<file path="config.mk">
export PLATFORM = sky130hd
export DESIGN_NAME = stride_agu
export DESIGN_NICKNAME = d
export VERILOG_FILES = /design/src/verilog/dmem_pkg.sv /design/src/verilog/stride_agu.sv
export SDC_FILE = /design/constraint.sdc
export NUM_CORES = 1
export LEC_CHECK = 0
export ABC_AREA = 1
export BUFFER_PORTS_ARGS = -buffer_cell sky130_fd_sc_hd__buf_4
export CORE_UTILIZATION = 26
export CTS_CLUSTER_SIZE = 24
export DETAILED_ROUTE_END_ITERATION = 10
export PLACE_DENSITY = 0.47
export SYNTH_ARGS = -nofsm -noshare
export SYNTH_HDL_FRONTEND = slang
export SYNTH_SLANG_ARGS = --single-unit
</file>
<file path="constraint.sdc">
create_clock -name clock -period 1.9 [get_ports clock]
set_clock_uncertainty 0.2 [all_clocks]
set_input_delay 0.095 -clock clock [delete_from_list [all_inputs] [get_ports clock]]
set_output_delay 0.095 -clock clock [all_outputs]
set_load 0.02 [all_outputs]
</file>
<file path="src/verilog/dmem_pkg.sv">
// Widths here are only defaults and dmem_top may override both of them
package dmem_pkg;

	////////////////////////////////////////////////////////////
	// Default widths
	////////////////////////////////////////////////////////////

	// Address, length and stride share one width
	parameter int DEFAULT_ADDR_WIDTH	= 8;		// 256 words
	parameter int DEFAULT_DATA_WIDTH	= 32;		// One memory word

	////////////////////////////////////////////////////////////
	// State encodings
	////////////////////////////////////////////////////////////

	// Arbiter holds a grant from issue until the generator ends the transfer
	typedef enum logic {
		ARB_IDLE	= 1'b0,		// No grant held
		ARB_BUSY	= 1'b1		// Grant held until done
	} arb_state_e;

	// Generator walks the strided addresses of one transfer
	typedef enum logic {
		AGU_IDLE	= 1'b0,		// Waiting for start
		AGU_RUN		= 1'b1		// Accepting beats
	} agu_state_e;

endpackage

</file>
<file path="src/verilog/stride_agu.sv">
// Length must be nonzero and addresses wrap modulo the memory size
module stride_agu #(
	parameter int ADDR_WIDTH	= dmem_pkg::DEFAULT_ADDR_WIDTH
) (
	input	logic						clock,
	input	logic						reset,
	input	logic						start,		// Load descriptor
	input	logic	[ADDR_WIDTH-1:0]	length,		// Beats in the transfer
	input	logic	[ADDR_WIDTH-1:0]	stride,
	input	logic	[ADDR_WIDTH-1:0]	base,
	input	logic						grant1,
	input	logic						grant2,
	input	logic						valid1,
	input	logic						valid2,
	input	logic						stall,		// Global freeze
	output	logic						ready1,
	output	logic						ready2,
	output	logic	[ADDR_WIDTH-1:0]	address,	// Address of the current beat
	output	logic						beat,		// Beat accepted
	output	logic						done		// Final beat accepted
);
	import dmem_pkg::*;

	agu_state_e					state;
	logic	[ADDR_WIDTH-1:0]	remaining;	// Beats still to accept
	logic						running;
	logic						valid;		// Valid of the granted requester

	////////////////////////////////////////////////////////////
	// Handshake
	////////////////////////////////////////////////////////////

	assign running	= ( state == AGU_RUN );
	assign valid	= ( grant1 & valid1 ) | ( grant2 & valid2 );

	// Ready stays up through stall
	assign ready1	= grant1 & running;
	assign ready2	= grant2 & running;

	assign beat		= running & valid & ~stall;
	assign done		= beat & ( remaining == ADDR_WIDTH'(1) );

	////////////////////////////////////////////////////////////
	// Beat counter and state
	////////////////////////////////////////////////////////////

	always_ff @( posedge clock ) begin
		if ( reset ) begin
			state		<= AGU_IDLE;
			remaining	<= '0;
		end
		else begin
			case ( state )
				AGU_IDLE: begin
					if ( start ) begin
						state		<= AGU_RUN;
						remaining	<= length;
					end
				end
				AGU_RUN: begin
					if ( beat ) begin
						remaining	<= remaining - ADDR_WIDTH'(1);
					end
					if ( done ) begin
						state		<= AGU_IDLE;	// Arbiter drops grant at the same edge
					end
				end
				default: begin
					state		<= AGU_IDLE;
				end
			endcase
		end
	end

	////////////////////////////////////////////////////////////
	// Running address
	////////////////////////////////////////////////////////////

	// Sum wraps at the address width
	always_ff @( posedge clock ) begin
		if ( start ) begin
			address		<= base;
		end
		else if ( beat ) begin
			address		<= address + stride;
		end
	end

endmodule
</file>
==> flow_metrics.py <==
metrics = {
    "final_layout": {
        "diodes": 0,
        "fin_util_pct": 42.7,
        "final_common_cell": "nand2_1",
        "most-common-layout-cells": "59 x nand2_1, 49 x buf_4, 20 x inv_1",
        "drive_gt1_share_pct": 29.8,
        "fin_nets": 291,
        "syn2layout_area_growth_pct": 52.6,
        "final_area_um2": 1920,
    },
    "global_routing": {
        "grt.total_usage_pct": 13.5,
        "grt_pass1_wl_mm": 5.51,
        "grt_pass1_vias": 1318,
        "antenna_found_initial": 0,
        "grt-ovfl-total": 0,
        "grt_max_degree": 14,
    },
    "floorplanning": {
        "start_util_pct": 28.0,
        "pin_count": 44,
        "core_um2": 4500,
        "fp-row-count": 24,
        "fp.dieH_um": 71.6,
        "die_area_um2": 5130,
        "chipWidth_um": 71.6,
    },
    "power_and_ir_drop": {
        "power.leakage_nw": 0.944,
        "power_density_nw_per_um2": 660,
        "max-vdd-ir-drop_mv": 0.288,
    },
    "clock_network": {
        "cts_tree": "done",
        "cts_buffers": 3,
        "clk_pin_slew_ns": 0.07,
        "clk_latency_ns": 0.25,
        "cts_root_buf": "clkbuf_8",
        "cts_max_path_buffers": 2,
        "clock_sinks": 17,
        "cts_max_level": 1,
    },
    "sta": {
        "rsz0062_at_grt": "yes",
        "hold_viol": 0,
        "finalSetupViolCount": 1,
        "worst_pin_slew_ns": 0.386,
        "whs_ns": 0.00416,
        "slew_viol_final": 0,
        "min_period_over_period_pct": 100,
        "fin_tns_setup_ns": -0.00130,
        "clock.fmax_ghz": 0.526,
        "period_minus_slack_ns": 1.90,
        "layout_setup_ws_ns": -0.00130,
        "timing.slew.headroom_pct": 74.2,
    },
    "routing": {
        "drt-pass1-iter-count": 4,
        "first_iter_violations": 61,
        "drc_errors": 0,
        "wl_per_cell_um": 11.2,
        "viasPerCell": 4.51,
        "wirelength_mm": 3.35,
        "final_antenna_net_count": 0,
        "num_vias": 1352,
    },
    "synthesis": {
        "synth_cells": 184,
        "ys_ff_latch": 17,
        "avgSynthCellArea_um2": 6.85,
        "yosys.cell_types.count": 26,
        "yosys_warnings": 0,
        "synth_area_um2": 1260,
        "ys_seq_area_share_pct": 33.4,
        "syn-num-nets": 226,
    },
    "worst_setup_path": {
        "rr_startpoint": "address[0]",
        "cp-start-kind": "flip-flop",
        "crit_type": "flip-flop to flip-flop",
        "crit_path_end_kind": "flip-flop",
        "reg2regPathDepth": 9,
        "rrSetupSlack_ns": -0.001,
        "required_ns": 1.83,
        "r2r_end": "address[6]",
        "critPathMaxFanout": 3,
        "worstPathArrival_ns": 1.84,
    },
    "worst_hold_path": {
        "hold_end": "remaining[4]",
        "min_path_type": "input port to flip-flop",
        "hold_depth": 5,
        "hold_path_startpoint": "length[4]",
    },
    "place": {
        "dp_hpwl_mm": 2.46,
        "placed_cell_area_um2": 1650,
        "gp_congestion": 0.730,
        "port-buffer-count": 43,
    },
    "status": {
        "violations": "negative setup slack",
        "status": "finished with violations",
    },
    "job": {
        "max_cap_violations": 0,
    },
}
cell type report:
type                            count  area, um^2
Inverter                           24        90.1
Fill cell                         485        2580
Multi-Input combinational cell    140         793
Timing Repair Buffer               63         508
Tap cell                           52        65.1
Sequential cell                    17         420
Clock buffer                        3        41.3
Clock inverter                      1        5.00
power breakdown:
part	internal [mW]	switching [mW]	total [mW]
logic	0.250	0.270	0.520
clock network	0.146	0.137	0.283
registers	0.432	0.0341	0.466
total	0.828	0.441	1.27
cell usage after synthesis (all sizes together):
cell type,count,area share (%)
nor2,16,5.0
or2,1,0.50
o21ai,14,5.9
dfxtp,9,14
nand3b,2,1.2
ha,9,8.9
fa,1,1.6
buf,1,0.89
a21oi,14,5.9
inv,24,7.2
clkbuf,2,0.60
xnor2,3,2.1
nand4,2,0.99
a211oi,1,0.60
nand3,12,4.8
a31oi,1,0.50
edfxtp,8,19
a21o,1,0.60
nand2,63,20
how the worst max path moves through the flow:
stage | startpoint | endpoint | slack [ns] | depth (start not counted)
after floorplan | address[0] | address[6] | -0.006 | 9
after global placement | address[0] | address[6] | 0.06 | 9
after detailed placement | address[0] | address[6] | 0.04 | 9
after CTS | address[0] | address[6] | 0.04 | 9
after global routing | address[0] | address[6] | -0.11 | 9
final | address[0] | address[6] | -0.001 | 9
registers in the layout (all words and copies together), names as in the netlist:
register   flops
address        8
running        1
remaining      8
kinds of logic after synthesis:
family	after synthesis	share of synthesized area, %
and+or+nand+nor	96	32.0
AOI/OAI and AO/OA	31	13.4
buffers and inverters	27	8.64
DFF	17	33.4
adders and majority gates	10	10.5
xor gates and xnor gates	3	2.09
what timing repair did:
| item | 4_1_cts | 5_1_grt |
|---|---|---|
| setup buffers | 0 | 4 |
| hold endpoints to repair | 17 | 0 |
| setup endpoints to repair | 0 | 3 |
| gates resized for setup | 0 | 10 |
| hold buffers | 14 | 0 |
metal layers:
metal / track usage [%] / vias to the layer above / share of wire, %
li1: - / 723 / -
met1: 15.5 / 590 / 43
met2: 24.9 / 35 / 50
met3: 3.23 / 4 / 5.4
met4: 3.49 / 0 / 0.81
met5: 0 / - / 0
critical path: stages, from the launching register on:
cell	delay, ns
edfxtp_1	0.36
ha_2	0.20
inv_2	0.04
fa_2	0.38
o21ai_2	0.17
nand2_1	0.09
buf_4	0.14
nand3b_1	0.07
nand3_1	0.08
nand2_1	0.06
stage by stage:
step                      power, mW  std cells  setup WS, ns
after floorplan               0.770        184      -0.00649
after global routing           1.37        300        -0.113
after CTS                      1.24        296        0.0351
after global placement        0.928        278        0.0626
final                          1.27        300      -0.00130
after detailed placement      0.928        278        0.0435
Note: power is estimated with default switching activity, not from simulation.
