===== config.mk =====
export PLATFORM = sky130hd
export DESIGN_NAME = port_arbiter
export DESIGN_NICKNAME = d
export VERILOG_FILES = /design/src/verilog/dmem_pkg.sv /design/src/verilog/port_arbiter.sv
export SDC_FILE = /design/constraint.sdc
export NUM_CORES = 1
export LEC_CHECK = 0
export ABC_CLOCK_PERIOD_IN_PS = 1970
export BUFFER_PORTS_ARGS = -buffer_cell sky130_fd_sc_hd__buf_2
export CAP_MARGIN = 20
export CORE_MARGIN = 8
export CORE_UTILIZATION = 41
export DETAILED_ROUTE_END_ITERATION = 6
export GPL_ROUTABILITY_DRIVEN = 0
export PLACE_DENSITY = 0.85
export SLEW_MARGIN = 15
export SYNTH_ARGS = -nofsm -noshare
export SYNTH_HDL_FRONTEND = slang
export SYNTH_SLANG_ARGS = --single-unit

===== constraint.sdc =====
create_clock -name clock -period 1.97 [get_ports clock]
set_clock_uncertainty 0.05 [all_clocks]
set_input_delay 0.197 -clock clock [delete_from_list [all_inputs] [get_ports clock]]
set_output_delay 0.197 -clock clock [all_outputs]
set_load 0.01 [all_outputs]

===== src/verilog/dmem_pkg.sv =====
// Widths here are only defaults and dmem_top may override both of them
package dmem_pkg;

	////////////////////////////////////////////////////////////
	// Default widths
	////////////////////////////////////////////////////////////

	// Address, length and stride share one width
	parameter int DEFAULT_ADDR_WIDTH	= 8;		// 256 words
	parameter int DEFAULT_DATA_WIDTH	= 32;		// One memory word

	////////////////////////////////////////////////////////////
	// State encodings
	////////////////////////////////////////////////////////////

	// Arbiter holds a grant from issue until the generator ends the transfer
	typedef enum logic {
		ARB_IDLE	= 1'b0,		// No grant held
		ARB_BUSY	= 1'b1		// Grant held until done
	} arb_state_e;

	// Generator walks the strided addresses of one transfer
	typedef enum logic {
		AGU_IDLE	= 1'b0,		// Waiting for start
		AGU_RUN		= 1'b1		// Accepting beats
	} agu_state_e;

endpackage


===== src/verilog/port_arbiter.sv =====
// Requesters must hold their descriptor stable while req is high and drop req when grant falls
module port_arbiter #(
	parameter int ADDR_WIDTH	= dmem_pkg::DEFAULT_ADDR_WIDTH
) (
	input	logic						clock,
	input	logic						reset,
	input	logic						req1,		// Requester 1 level
	input	logic						req2,		// Requester 2 level
	input	logic	[ADDR_WIDTH-1:0]	length1,
	input	logic	[ADDR_WIDTH-1:0]	stride1,
	input	logic	[ADDR_WIDTH-1:0]	base1,
	input	logic	[ADDR_WIDTH-1:0]	length2,
	input	logic	[ADDR_WIDTH-1:0]	stride2,
	input	logic	[ADDR_WIDTH-1:0]	base2,
	input	logic						done,		// Last beat of the transfer
	output	logic						grant1,
	output	logic						grant2,
	output	logic						start,		// Pulses in the first cycle of a grant
	output	logic	[ADDR_WIDTH-1:0]	length,
	output	logic	[ADDR_WIDTH-1:0]	stride,
	output	logic	[ADDR_WIDTH-1:0]	base
);
	import dmem_pkg::*;

	arb_state_e					state;
	logic						prio2;		// Requester 2 wins a tie
	logic						pick1;
	logic						pick2;
	logic						issue;		// Grant decision this cycle

	////////////////////////////////////////////////////////////
	// Round-robin choice
	////////////////////////////////////////////////////////////

	// Requester 1 takes a tie unless it was served last
	assign pick1	= req1 & ( ~req2 | ~prio2 );
	assign pick2	= req2 & ~pick1;
	assign issue	= ( state == ARB_IDLE ) & ( req1 | req2 );

	always_ff @( posedge clock ) begin
		if ( reset ) begin
			state	<= ARB_IDLE;
			grant1	<= 1'b0;
			grant2	<= 1'b0;
			start	<= 1'b0;
			prio2	<= 1'b0;		// Requester 1 first after reset
		end
		else begin
			start	<= issue;
			case ( state )
				ARB_IDLE: begin
					if ( issue ) begin
						state	<= ARB_BUSY;
						grant1	<= pick1;
						grant2	<= pick2;
						prio2	<= pick1;		// Other side goes first next time
					end
				end
				ARB_BUSY: begin
					// Back to idle for at least one cycle
					if ( done ) begin
						state	<= ARB_IDLE;
						grant1	<= 1'b0;
						grant2	<= 1'b0;
					end
				end
				default: begin
					state	<= ARB_IDLE;
				end
			endcase
		end
	end

	////////////////////////////////////////////////////////////
	// Descriptor latch
	////////////////////////////////////////////////////////////

	always_ff @( posedge clock ) begin
		if ( issue ) begin
			length	<= ( pick1 ) ? length1 : length2;
			stride	<= ( pick1 ) ? stride1 : stride2;
			base	<= ( pick1 ) ? base1 : base2;
		end
	end

endmodule


==> run metrics, run 1 <==
min Tclk post-route=1383 ps; site row count=20; Die Area=0.005013 mm^2; Hold Startpoint=reset; critical path's slowest cell=mux2_2; post-synthesis sequential area ratio=66.67%; top-area cell type share of the netlist area=58.54%; placed cell area=0.001668 mm^2; Initial DRC Count=31; grt ovf=0; GRT Total Usage=11.86%; Max stage delay on crit path=360 ps; Port Buf Inserts=79; commonest cells in the netlist=24 x edfxtp_1, 24 x mux2_2, 5 x dfxtp_1, 5 x nor2_1; Post-Syn Area=0.001231 mm^2; Final Hold Fails=0; mux contribution to synthesized area=22.87%; average via count per standard cell=4.804; final worst setup slack=586.9 ps; Max VDD drop=0.3563 mV; Crit Path Class=reg -> reg; synth top area cells=edfxtp_1 59%, mux2_2 22%, dfxtp_1 8.1%; Slew @ Worst Pin=299.5 ps; Syn Nets=126; Inserted Clock Buffers=5; post-route ant nets=0; FF+latch count, synth=29; hold-fix buffers at CTS=0; clock-pin slew on the worst setup and hold paths=90 ps; asr flop ratio synth=0%; outcome=complete, no violations; Nets=213; type of origin of the critical path=register; Post-Synth XOR/XNOR Area=0%; DP HPWL=2.478 mm; cell taking the most area after synthesis=edfxtp_1; post-synthesis adder-cell area fraction=0%; Synth Area in Compound Gates=3.963%; Synth Area in Simple Gates=4.065%; first-pass iteration count of the detailed router=2; hold path depth=2; FF-to-FF End=length[5]; Crit. End Element=register; drt drc=0; layout cells sized above 1=69.57%; LEAKAGE=0.7790 nW; cell count after synthesis=73; via count=932; Final Cycle Share=70.21%; worst hold path type=in -> reg; fin. max-slew vios=0; post-route setup TNS=0 ps; largest net degree at the start of global routing=25; Area Overhead vs Synth=39.43%; post-route cell area=0.001717 mm^2; r2r startpoint=prio2; FF-to-FF setup slack=590 ps; max cap viols=0; Worst Reg2Reg Path Length in Cells=3; htree depth=2; CP required=1990 ps; CTS tree=built; Post-synth top flop=edfxtp_1; Setup WS pre-CTS=543.5 ps; Max clock buf depth=2; first-pass GRT wire length=4.726 mm; largest family of logic cells by synthesized area=multiplexers; core area=0.002953 mm^2; Initial Utilization=41.69%; Setup violations, final=0; Clock Latency Late Sink=300 ps; WP data arrival=1400 ps; P per Cell Area=764.2 mW/mm^2; synthesized area per cell=16.87 um^2; initial antenna violation count=0; die height=70.80 um; RSZ-0062 raised after global routing=no; routed len/inst=15.56 um; post-CTS setup repair buffer count=0; Chip Width=70.80 um; number of global-route vias before repair=1038; Distinct cells, synth=15; Sink Count=29; Ys Warns=0; Resized Gates After CTS=0; Peak Freq=723.0 MHz; Post-synth EDFFs=24; Detailed Route WL=3.018 mm; crit-path cells=a21boi_4, buf_4, mux2_2; fill count=259; Worst Hold End=start; Ports=80; root buffer cell=clkbuf_4; worst-path maximum fanout=15; Ant. Diodes=0; Max-slew headroom=80.04%
[sequential cells by signal, summed over array words and instances (netlist names)]
register,count
length,8
grant2,1
stride,8
state,1
base,8
prio2,1
start,1
grant1,1
[how the worst max path moves through the flow]
stage | start | endpoint | slack, ps
floorplan | state | base[0] | 550
global placement | req2 | stride[3] | 600
detailed placement | req1 | stride[4] | 540
CTS | prio2 | stride[4] | 570
global route | prio2 | length[5] | 530
finish | prio2 | length[5] | 590
[worst max-delay path, delay by kind of cell, from the launching register on]
family	cells	cell delay, ps
AOI/OAI and AO/OA	1	140
muxes	1	360
DFF	1	350
buffers and inverters	1	240
[where the power goes]
part           total (W)  leakage (nW)  internal, W  switching (W)
clock network   0.000323        0.0269     0.000137       0.000186
registers       0.000748         0.276     0.000732      0.0000162
logic           0.000240         0.476     0.000127       0.000113
total            0.00131         0.779     0.000996       0.000316
[area by class of cell]
cell class | instances | area, um^2 | area share, %
sequential | 29 | 820.8 | 47.81
clock inverter | 1 | 3.754 | 0.2187
clock buffer | 7 | 45.04 | 2.624
tap | 33 | 41.29 | 2.405
timing repair buffer | 82 | 417.9 | 24.34
inverter | 2 | 7.507 | 0.4373
multi-input combinational | 40 | 380.4 | 22.16
[kinds of logic after synthesis]
group,count (synthesis)
AO/OA/AOI/OAI,5
buffers and inverters,4
AND/OR/NAND/NOR,10
multiplexers,25
flip-flops,29
[cells in the final DEF (no fill, tap or decap), types with 2 or more instances in the layout]
cell type / Yosys / layout
a32oi_1: 2 / 2
edfxtp_1: 24 / 24
inv_1: 2 / 2
clkbuf_4: 0 / 5
nor2_1: 5 / 5
or2b_1: 2 / 2
mux2_2: 24 / 24
buf_2: 0 / 79
clkbuf_1: 0 / 2
dfxtp_1: 5 / 5
buf_4: 0 / 3
[metrics by stage]
step / utilization [%] / hold WS (ps) / power (W) / instances
after global placement: 56.48 / 359.0 / 0.0009967 / 186
after floorplan: - / 218.5 / 0.0008867 / 73
after detailed placement: 56.48 / 376.0 / 0.001009 / 186
final: 58.14 / 41.29 / 0.001312 / 194
after CTS: 58.14 / 24.15 / 0.001336 / 194
after global routing: 58.14 / 29.42 / 0.001378 / 194
[per-layer routing]
layer  part of all wire (%)  up-vias  track usage, %
li1                       -      449               -
met1                     36      420           10.86
met2                     47       60           19.57
met3                     17        3           10.03
met4                   0.33        0           2.771
met5                      0        -               0
Note: power is estimated with default switching activity, not from simulation.
==> run 2: changes to the inputs <==
- ABC_CLOCK_PERIOD_IN_PS: 1970 -> 1380
- clock period: 1.97 -> 1.38 ns (I/O delays scaled with it)
==> run 2 against run 1 <==
Sequential power increased by 43%. Core utilization up 3.0 points. Fmax up 2.2%. Hold slack improved by 2.1 ps. Register-to-register slack lost 560 ps. Global-route usage grew 0.34 points. Flip-flop and latch count is the same. Worst setup slack got worse by 560 ps. Cell area is 5.2% higher. Power increased by 60%.
==> run metrics, run 2 (same netlist as run 1, synthesis figures left out) <==
Port Buf Inserts=79; Total Power=0.002100 W; drt drc=0; htree depth=2; Die Area=0.005013 mm^2; DP HPWL=2.442 mm; utilization after layout=61.14%; Clock Latency Late Sink=320 ps; multi-input logic area=387.9 um^2; GRT Total Usage=12.20%; critical path's slowest cell=dfxtp_2; average via count per standard cell=4.716; placed cell area=0.001712 mm^2; Crit Path Class=reg -> reg; worst hold path type=in -> reg; first-pass GRT wire length=4.609 mm; layout cells sized above 1=71.34%; outcome=complete, no violations; P per Cell Area=1163 mW/mm^2; most common cell after layout, fill and taps aside=buf_2; Nets=216; number of global-route vias before repair=977; post-CTS setup repair buffer count=0; type of origin of the critical path=register; FF-to-FF setup slack=30 ps; Max clock buf depth=2; Final Hold Fails=0; min Tclk post-route=1354 ps; Ports=80; CP required=1410 ps; LEAKAGE=0.8180 nW; Ant. Diodes=0; via count=929; Initial DRC Count=42; Initial Utilization=41.69%; fin. max-slew vios=0; max cap viols=0; clock-pin slew on the worst setup and hold paths=90 ps; RSZ-0062 raised after global routing=yes; post-route ant nets=0; Inserted Clock Buffers=5; Slew @ Worst Pin=314.2 ps; CTS tree=built; Max-slew headroom=79.01%; worst-path maximum fanout=11; grt ovf=0; Max VDD drop=0.4102 mV; Setup violations, final=0; Peak Freq=738.6 MHz; post-route cell area=0.001805 mm^2; fill count=231; first-pass iteration count of the detailed router=4; commonest non-fill, non-tap cells in the layout=79 x buf_2, 24 x edfxtp_1, 22 x mux2_2, 5 x nor2_1, 5 x clkbuf_4; site row count=20; Crit. End Element=register; core area=0.002953 mm^2; Chip Width=70.80 um; WHS=43.42 ps; crit-path cells=a21boi_4, buf_12, mux2_2; routed len/inst=15.32 um; Area Overhead vs Synth=46.65%; Detailed Route WL=3.019 mm; register area=822.0 um^2; Sink Count=29; initial antenna violation count=0; Final Cycle Share=98.12%; Max stage delay on crit path=350 ps; root buffer cell=clkbuf_4; biggest regs=base (8), length (8), stride (8); largest net degree at the start of global routing=15; WP data arrival=1380 ps; die height=70.80 um
[run 2: worst paths after layout]
| check | start | endpoint | cells after the start |
|---|---|---|---|
| worst min register to register | grant1 | grant1 | 2 |
| worst max-delay path | prio2 | length[5] | 3 |
| worst min-delay path | length2[4] | length[4] | 2 |
| worst max register to register | prio2 | length[5] | 3 |
[run 2: final cells by class]
cell class              count  area share [%]
clock inverters             2           1.871
clock buffers               6           2.287
inverters                   2          0.6237
repair buffers             85           25.92
flip-flops and latches     29           45.53
well taps                  33           2.287
multi-input cells          40           21.48
[run 2: where the power goes]
part           total (W)  switching (W)  internal, W
Sequential       0.00107      0.0000231      0.00105
Combinational   0.000371       0.000167     0.000204
Clock           0.000661       0.000284     0.000377
Total            0.00210       0.000474      0.00163
[run 2: what timing repair did]
action / 4_1_cts / 5_1_grt
endpoints found under the setup margin: 3 / 22
gates cloned: 0 / 0
resized for setup: 1 / 2
hold buffers: 1 / 0
hold endpoints to repair: 4 / 0
[run 2: metrics by stage]
stage	cells	TNS [ps]	setup WS (ps)
finish	197	0	26.01
global route	197	-262.7	-24.08
CTS	197	0	14.42
detailed placement	188	0	11.91
global placement	188	0	51.74
floorplan	73	0	0.1956
[run 2: worst max-delay path: cells and delay by family (launching register included)]
| kind | cells | cell delay, ps |
|---|---|---|
| buffers and inverters | 1 | 170 |
| AOI/OAI and AO/OA | 1 | 200 |
| DFF | 1 | 350 |
| muxes | 1 | 330 |
[run 2: metal layers]
| metal | up-vias | GRT usage, % | wire length (um) |
|---|---|---|---|
| met3 | 4 | 9.322 | 495 |
| met5 | - | 0 | 0 |
| met1 | 410 | 11.07 | 1009 |
| met2 | 58 | 18.85 | 1456 |
| met4 | 0 | 7.621 | 58 |
| li1 | 457 | - | - |
